## config.mk

```make
export PLATFORM = sky130hd
export DESIGN_NAME = rx_dcore_top
export DESIGN_NICKNAME = d
export VERILOG_FILES = /design/src/logic/dcore_pkg.sv /design/src/logic/dcore_cfg_intf.sv /design/src/logic/avg_strobe_div.sv /design/src/logic/adc_unfolding.sv /design/src/logic/slice_comparator.sv /design/src/logic/prbs_checker.sv /design/src/logic/rx_dcore_top.sv
export SDC_FILE = /design/constraint.sdc
export NUM_CORES = 1
export LEC_CHECK = 0
export BUFFER_PORTS_ARGS = -buffer_cell sky130_fd_sc_hd__buf_2
export CORE_ASPECT_RATIO = 2
export CORE_UTILIZATION = 54
export DETAILED_ROUTE_END_ITERATION = 7
export PLACE_DENSITY = 0.85
export SETUP_SLACK_MARGIN = 0.1
export SYNTH_ARGS = -nofsm -noshare
export SYNTH_HDL_FRONTEND = slang
export SYNTH_HIERARCHICAL = 1
export SYNTH_SLANG_ARGS = --single-unit
```

## constraint.sdc

```tcl
create_clock -name clk_adc -period 12.2 [get_ports clk_adc]
set_input_delay 1.83 -clock clk_adc [delete_from_list [all_inputs] [get_ports clk_adc]]
set_output_delay 1.83 -clock clk_adc [all_outputs]
set_load 0.05 [all_outputs]
```

## src/logic/dcore_pkg.sv

```systemverilog
`default_nettype none

package dcore_pkg;

    // adc slice geometry
    localparam int Nadc = 8;
    localparam int Nti = 4;

    // averaging exponent and its upper bound
    localparam int Navg_w = 4;
    localparam int Navg_max = 10;

    // averaging strobe divider setting
    localparam int Ndiv_w = 4;

    // prbs order and counter width
    localparam int Nprbs = 7;
    localparam int Ncnt = 32;

    typedef logic [Nadc-1:0] adc_mag_t;

    // unfolded code carries one extra bit for the sign
    typedef logic signed [Nadc:0] adc_code_t;

    // room for 2^Navg_max samples of adc_code_t
    typedef logic signed [Nadc+Navg_max:0] avg_sum_t;
    typedef logic [Navg_max:0] avg_cnt_t;

    typedef logic [Navg_w-1:0] navg_t;
    typedef logic [Ndiv_w-1:0] ndiv_t;
    typedef logic [Nti-1:0] rx_word_t;
    typedef logic [Ncnt-1:0] bit_cnt_t;

    typedef enum logic [1:0] {
        CHK_RESET,
        CHK_ALIGN,
        CHK_RUN,
        CHK_FREEZE
    } chk_mode_t;

endpackage

`default_nettype wire

```

## src/logic/dcore_cfg_intf.sv

```systemverilog
`timescale 1ns/10ps
`default_nettype none

interface dcore_cfg_intf import dcore_pkg::*; ();

    // offset calibration controls
    logic en_pfd_cal;
    logic en_ext_offset;
    adc_code_t ext_offset [Nti];
    navg_t navg;

    // decision threshold and checker control
    adc_code_t thresh;
    chk_mode_t checker_mode;

    // per-slice unfolding and pfd offset calibration
    modport unfold (
        input en_pfd_cal,
        input en_ext_offset,
        input navg
    );

    // decision slicer and prbs checker
    modport chk (
        input checker_mode,
        input thresh
    );

endinterface

`default_nettype wire

```

## src/logic/avg_strobe_div.sv

```systemverilog
`timescale 1ns/10ps
`default_nettype none

module avg_strobe_div import dcore_pkg::*; (
    input wire logic clk_adc,
    input wire logic reset_i,
    input wire ndiv_t ndiv_i,
    output logic avg_stb_o
);

    ndiv_t div_cnt;

    // down-counter, strobe fires on the zero count
    always_ff @(posedge clk_adc) begin
        if (reset_i) begin
            div_cnt <= '0;
            avg_stb_o <= 1'b0;
        end else if (div_cnt == '0) begin
            div_cnt <= ndiv_i;
            avg_stb_o <= 1'b1;
        end else begin
            div_cnt <= div_cnt - ndiv_t'(1);
            avg_stb_o <= 1'b0;
        end
    end

    // strobe is single-cycle unless the divider is set to 0
    stb_single_cycle: assert property (
        @(posedge clk_adc) disable iff (reset_i)
        (avg_stb_o && (ndiv_i != '0) && $stable(ndiv_i)) |=> !avg_stb_o
    );

endmodule

`default_nettype wire

```

## src/logic/adc_unfolding.sv

```systemverilog
`timescale 1ns/10ps
`default_nettype none

module adc_unfolding import dcore_pkg::*; (
    input wire logic clk_adc,
    input wire logic reset_i,
    input wire logic avg_stb_i,
    input wire adc_mag_t din_i,
    input wire logic sign_i,
    input wire adc_code_t ext_offset_i,
    dcore_cfg_intf.unfold cfg_i,
    output adc_code_t dout_o,
    output adc_code_t pfd_offset_o
);

    adc_code_t mag_ext;
    adc_code_t unfolded;
    adc_code_t offset_sel;

    avg_sum_t avg_sum;
    avg_sum_t sum_next;
    avg_cnt_t avg_cnt;
    avg_cnt_t avg_last;

    // sign 1 means a positive sample
    assign mag_ext = adc_code_t'({1'b0, din_i});
    assign unfolded = sign_i ? mag_ext : -mag_ext;

    assign offset_sel = cfg_i.en_ext_offset ? ext_offset_i : pfd_offset_o;

    always_ff @(posedge clk_adc) begin
        if (reset_i) begin
            dout_o <= '0;
        end else begin
            dout_o <= unfolded - offset_sel;
        end
    end

    // running sum including the current sample
    assign sum_next = avg_sum + avg_sum_t'(unfolded);

    // index of the last strobe in a window of 2^navg
    assign avg_last = (avg_cnt_t'(1) << cfg_i.navg) - avg_cnt_t'(1);

    always_ff @(posedge clk_adc) begin
        if (reset_i) begin
            avg_sum <= '0;
            avg_cnt <= '0;
            pfd_offset_o <= '0;
        end else if (!cfg_i.en_pfd_cal) begin
            // idle, offset keeps the last calibrated value
            avg_sum <= '0;
            avg_cnt <= '0;
        end else if (avg_stb_i) begin
            if (avg_cnt == avg_last) begin
                // window complete, mean becomes the new offset
                pfd_offset_o <= adc_code_t'(sum_next >>> cfg_i.navg);
                avg_sum <= '0;
                avg_cnt <= '0;
            end else begin
                avg_sum <= sum_next;
                avg_cnt <= avg_cnt + avg_cnt_t'(1);
            end
        end
    end

    // accumulator is only sized for windows up to 2^Navg_max
    navg_in_range: assert property (
        @(posedge clk_adc) disable iff (reset_i)
        cfg_i.en_pfd_cal |-> (cfg_i.navg <= Navg_max)
    );

endmodule

`default_nettype wire

```

## src/logic/slice_comparator.sv

```systemverilog
`timescale 1ns/10ps
`default_nettype none

module slice_comparator import dcore_pkg::*; (
    input wire logic clk_adc,
    input wire logic reset_i,
    input wire adc_code_t codes_i [Nti],
    dcore_cfg_intf.chk cfg_i,
    output rx_word_t bits_o
);

    rx_word_t decision;

    // signed compare of every slice against the shared threshold
    always_comb begin
        for (int k = 0; k < Nti; k++) begin
            decision[k] = (codes_i[k] > cfg_i.thresh);
        end
    end

    always_ff @(posedge clk_adc) begin
        if (reset_i) begin
            bits_o <= '0;
        end else begin
            bits_o <= decision;
        end
    end

endmodule

`default_nettype wire

```

## src/logic/prbs_checker.sv

```systemverilog
`timescale 1ns/10ps
`default_nettype none

module prbs_checker import dcore_pkg::*; (
    input wire logic clk_adc,
    input wire logic reset_i,
    input wire rx_word_t rx_bits_i,
    dcore_cfg_intf.chk cfg_i,
    output bit_cnt_t correct_bits_o,
    output bit_cnt_t total_bits_o
);

    localparam int Next = Nprbs + Nti;
    localparam int Nmatch_w = $clog2(Nti + 1);

    // history, bit 0 is the oldest received bit
    logic [Nprbs-1:0] hist;

    // history followed by the new word in arrival order
    logic [Next-1:0] ext;
    rx_word_t expected;
    logic [Nmatch_w-1:0] match_cnt;

    assign ext = {rx_bits_i, hist};

    // x^7 + x^6 + 1, each bit predicted from 6 and 7 bits earlier
    always_comb begin
        match_cnt = '0;
        for (int k = 0; k < Nti; k++) begin
            expected[k] = ext[k] ^ ext[k + 1];
            if (rx_bits_i[k] == expected[k]) begin
                match_cnt = match_cnt + Nmatch_w'(1);
            end
        end
    end

    always_ff @(posedge clk_adc) begin
        if (reset_i) begin
            hist <= '0;
        end else if (cfg_i.checker_mode == CHK_RESET) begin
            hist <= '0;
        end else begin
            // newest Nprbs bits become the history
            hist <= ext[Next-1 -: Nprbs];
        end
    end

    always_ff @(posedge clk_adc) begin
        if (reset_i) begin
            correct_bits_o <= '0;
            total_bits_o <= '0;
        end else begin
            case (cfg_i.checker_mode)
                CHK_RESET: begin
                    correct_bits_o <= '0;
                    total_bits_o <= '0;
                end
                CHK_RUN: begin
                    correct_bits_o <= correct_bits_o + bit_cnt_t'(match_cnt);
                    total_bits_o <= total_bits_o + bit_cnt_t'(Nti);
                end
                // align and freeze hold the counts
                default: begin
                    correct_bits_o <= correct_bits_o;
                    total_bits_o <= total_bits_o;
                end
            endcase
        end
    end

    // matches can never outnumber checked bits
    correct_le_total: assert property (
        @(posedge clk_adc) disable iff (reset_i)
        correct_bits_o <= total_bits_o
    );

endmodule

`default_nettype wire

```

## src/logic/rx_dcore_top.sv

```systemverilog
`timescale 1ns/10ps
`default_nettype none

module rx_dcore_top import dcore_pkg::*; (
    input wire logic clk_adc,
    input wire logic reset_i,
    input wire adc_mag_t adcout_i [Nti],
    input wire logic [Nti-1:0] adcout_sign_i,
    input wire logic en_pfd_cal_i,
    input wire logic en_ext_offset_i,
    input wire adc_code_t ext_offset_i [Nti],
    input wire navg_t navg_i,
    input wire ndiv_t ndiv_avg_i,
    input wire adc_code_t thresh_i,
    input wire chk_mode_t checker_mode_i,
    output adc_code_t dout_o [Nti],
    output adc_code_t pfd_offset_o [Nti],
    output rx_word_t rx_bits_o,
    output bit_cnt_t correct_bits_o,
    output bit_cnt_t total_bits_o
);

    // configuration bundle
    dcore_cfg_intf cfg_intf_i ();

    logic avg_stb;

    assign cfg_intf_i.en_pfd_cal = en_pfd_cal_i;
    assign cfg_intf_i.en_ext_offset = en_ext_offset_i;
    assign cfg_intf_i.ext_offset = ext_offset_i;
    assign cfg_intf_i.navg = navg_i;
    assign cfg_intf_i.thresh = thresh_i;
    assign cfg_intf_i.checker_mode = checker_mode_i;

    // averaging strobe shared by all slices
    avg_strobe_div avg_div_i (
        .clk_adc(clk_adc),
        .reset_i(reset_i),
        .ndiv_i(ndiv_avg_i),
        .avg_stb_o(avg_stb)
    );

    for (genvar k = 0; k < Nti; k++) begin : g_slice
        adc_unfolding unfold_i (
            .clk_adc(clk_adc),
            .reset_i(reset_i),
            .avg_stb_i(avg_stb),
            .din_i(adcout_i[k]),
            .sign_i(adcout_sign_i[k]),
            .ext_offset_i(cfg_intf_i.ext_offset[k]),
            .cfg_i(cfg_intf_i.unfold),
            .dout_o(dout_o[k]),
            .pfd_offset_o(pfd_offset_o[k])
        );
    end

    // slice 0 is the earliest bit of each word
    slice_comparator slicer_i (
        .clk_adc(clk_adc),
        .reset_i(reset_i),
        .codes_i(dout_o),
        .cfg_i(cfg_intf_i.chk),
        .bits_o(rx_bits_o)
    );

    prbs_checker prbs_checker_i (
        .clk_adc(clk_adc),
        .reset_i(reset_i),
        .rx_bits_i(rx_bits_o),
        .cfg_i(cfg_intf_i.chk),
        .correct_bits_o(correct_bits_o),
        .total_bits_o(total_bits_o)
    );

endmodule

`default_nettype wire

```

==> metrics.md <==
| Metric | Value |
|---|---|
| Minimum clock period | 5.40 ns |
| Postcts setup bufs | 0 |
| Worst hold path type | flip-flop to flip-flop |
| Max Fclk | 185 MHz |
| Worst Tran Pin Value | 1.06 ns |
| Die height | 291 um |
| R2R setup slack | 8.47 ns |
| Max Cap Viol | 0 |
| Final net count | 3202 |
| Hold depth | 1 |
| Top layer in use | met4 |
| Synthesized instance count | 2808 |
| Multi-input gate area | 16100 sq um |
| H-tree levels | 1 |
| Post-synth ARST share | 0% |
| Syn-to-layout area delta | 9.92% |
| DRC | 0 |
| Global-route wire length before repair | 115000 um |
| Worst-path clk slew | 0.07 ns |
| Cell with the most instances after synthesis | nor2_1 |
| Pre-antenna DRT Iters | 5 |
| Critical Setup Path Class | input pin to flip-flop |
| Vias in the first global route | 22500 |
| Die area | 42600 sq um |
| Power Density | 125 nW/um^2 |
| Clock root buffer | clkbuf_16 |
| Gr usage total | 33.0% |
| # fillers | 3600 |
| Max stage delay on crit path | 0.68 ns |
| Worst skew pair latency | 0.59 ns |
| Synth area leader | dfxtp_1 |
| Average cell area after synthesis | 8.03 sq um |
| Routed WL per cell | 20.9 um |
| DR vias/cell | 6.62 |
| Worst Hold Launch | prbs_checker_i/hist[5] |
| CP bufs+invs | 2 |
| Post-synth top area share | 24.0% |
| Post-synth design cell area | 22500 sq um |
| TritonCTS Buffers | 28 |
| Pleak | 10.3 nW |
| Peak supply drop | 0.000107 V |
| HPWL after detailed placement | 54600 um |
| Setup violators final | 0 |
| Startpoint types | input pin |
| Buffers on Ports | 232 |
| Row cnt | 105 |
| Top cells by count, synth | nor2_1, dfxtp_1, nand2_1 |
| Starting density of the core | 54.8% |
| Total wire length | 73000 um |
| Worst r2r src | slicer_i/bits_o[0] |
| FF-to-FF End | prbs_checker_i/correct_bits_o[30] |
| Crit. End Element | flip-flop |
| Setup tns final | 0 ns |
| Seq cells post-synth | 270 |
| Post-Route M1 WL | 25300 um |
| Worst hold path endpoint | prbs_checker_i/hist[1] |
| CTS max path bufs | 3 |
| Cell variety after synth | 108 |
| Fin crit share | 44.3% |
| Most area-consuming cells after synthesis | dfxtp_1, ha_1, nor2_1 |
| Data arrival, critical path | 5.87 ns |
| Register area | 5410 sq um |
| IO Pins | 235 |
| Post-CTS sizing | 0 |
| Register area share after synthesis | 24.0% |
| Synth Warn # | 6 |
| RSZ-0062 raised after global routing | no |
| DRT iter0 DRCs | 1576 |
| Crit-path cells | buf_4 -> clkinv_1 -> nor2_1 -> nand2_1 -> ha_1 -> or3_1 -> a21oi_1 -> o21a_1 -> o2111ai_1 -> nor4_2 -> and2_1 -> o22ai_1 -> a311oi_1 |
| Max FO, Critical Path | 43 |
| CTS Sinks | 270 |
| Core area | 41100 sq um |
| Total Power | 3.09 mW |
| Via count | 23100 |
| Setup Skew | 0.0372 ns |
| Initial antenna violation count | 0 |
| Count of final max-slew check failures | 0 |
| Gr ovfl total | 0 |
| CTS tree | done |
| Die width | 146 um |
| Final Hold Vio Count | 0 |
| Required time of the critical path | 12.67 ns |
| DR WL met2 | 37500 um |
| # hold bufs at CTS | 0 |
| Status | finished clean |
| Register-to-Register Path Depth | 12 |
| Placer congestion estimate | 1.00 |
| Ratio of cells with drive above 1 in the final layout | 14.3% |
| Main synth FF type | dfxtp_1 |
| Post-synth EDFFs | 0 |
| Wire length on met3 | 4920 um |
| Routed Antenna Nets | 0 |
| Pin count of the biggest net entering global routing | 73 |
| Slowest-stage cell, CP | clkinv_1 |
| Slew headroom | 29.4% |
| Kind of cell adding the most delay to the critical path | simple AND/OR/NAND/NOR gates |
-- worst reg2reg max path, stage by stage, from the launching register on --
cell and delay (ns):
dfxtp_1 0.40, xor2_1 0.36, a2111oi_0 0.12, a31oi_1 0.21, nand2_1 0.09, ha_1 0.28
nor2_1 0.04, a31oi_1 0.28, fa_1 0.28, a21oi_1 0.14, or4b_4 0.68, or4_1 0.56
a21oi_1 0.17
-- through the flow --
| step | instances | setup slack [ns] | hold WS, ns | cell area [sq um] | util [%] |
|---|---|---|---|---|---|
| 2_1_floorplan | 2809 | 6.97 | 0.406 | 22600 | - |
| 3_3_place_gp | 3441 | 6.37 | 0.413 | 23800 | 57.9 |
| 3_5_place_dp | 3441 | 6.33 | 0.417 | 23800 | 57.9 |
| 4_1_cts | 3492 | 6.87 | 0.433 | 24800 | 60.3 |
| 5_1_grt | 3492 | 6.46 | 0.459 | 24800 | 60.3 |
| 6_report | 3493 | 6.80 | 0.429 | 24800 | 60.3 |
-- cells by family after synthesis --
kind of cell	synth area share, %
other cells	0.0166
fa+ha+maj	9.79
simple gates	22.8
xor+xnor	7.15
compound gates	25.1
flops	24.0
buf+inv	4.74
mux	6.46
-- cell type report --
type                            instances  area share, %
Antenna cell                            1         0.0101
Clock buffer                           37           3.33
Clock inverter                         14          0.581
Inverter                              103           1.56
Multi-Input combinational cell       2288           64.9
Sequential cell                       270           21.8
Tap cell                              535           2.70
Timing Repair Buffer                  245           5.10
-- power by group --
part / total, mW / switching [mW] / internal (mW)
combinational: 1.16 / 0.744 / 0.419
clock: 0.921 / 0.402 / 0.519
sequential: 1.01 / 0.0711 / 0.937
total: 3.09 / 1.22 / 1.88
-- sequential cells by signal (all words and copies together), names as in the netlist --
register and cells:
g_slice.unfold_i/avg_cnt 44, g_slice.unfold_i/dout_o 36, prbs_checker_i/correct_bits_o 32, avg_div_i/avg_stb_o 1, prbs_checker_i/total_bits_o 30, g_slice.unfold_i/avg_sum 76, avg_div_i/div_cnt 4, slicer_i/bits_o 4
g_slice.unfold_i/pfd_offset_o 36, prbs_checker_i/hist 7
-- cells in the final DEF, fill, tap and decap left out, types with 23 or more instances in the layout --
| cell type | n |
|---|---|
| a211oi_1 | 47 |
| a21o_1 | 41 |
| a21oi_1 | 199 |
| a22oi_1 | 35 |
| a31oi_1 | 62 |
| and2_1 | 59 |
| and3_1 | 36 |
| buf_2 | 230 |
| clkbuf_16 | 29 |
| dfxtp_1 | 269 |
| ha_1 | 162 |
| inv_1 | 92 |
| mux2i_1 | 53 |
| mux4_2 | 35 |
| nand2_1 | 234 |
| nand3_1 | 79 |
| nand4_1 | 49 |
| nor2_1 | 278 |
| nor2b_1 | 50 |
| nor3_1 | 70 |
| o211ai_1 | 38 |
| o21a_1 | 23 |
| o21ai_0 | 106 |
| o21ai_1 | 23 |
| o31ai_1 | 28 |
| or4_1 | 24 |
| xnor2_1 | 102 |
| xor2_1 | 82 |
-- layer usage --
metal / vias to the layer above / global-route usage (%)
met5: - / 0
met4: 0 / 23.4
met2: 1097 / 61.4
li1: 10700 / -
met3: 319 / 4.39
met1: 11000 / 33.3
-- how the worst max path moves through the flow --
stage / start / to / slack, ns / depth (start not counted)
5_1_grt: navg_i[0] / g_slice[1].unfold_i/pfd_offset_o[3] / 6.46 / 13
6_report: navg_i[0] / g_slice[1].unfold_i/pfd_offset_o[3] / 6.80 / 13
3_3_place_gp: navg_i[0] / g_slice[1].unfold_i/pfd_offset_o[3] / 6.37 / 13
4_1_cts: navg_i[0] / g_slice[1].unfold_i/pfd_offset_o[3] / 6.87 / 13
3_5_place_dp: adcout_i[8] / g_slice[2].unfold_i/pfd_offset_o[8] / 6.33 / 14
2_1_floorplan: adcout_i[16] / g_slice[1].unfold_i/pfd_offset_o[6] / 6.97 / 15
No activity file was read; power rests on OpenSTA's default activity.
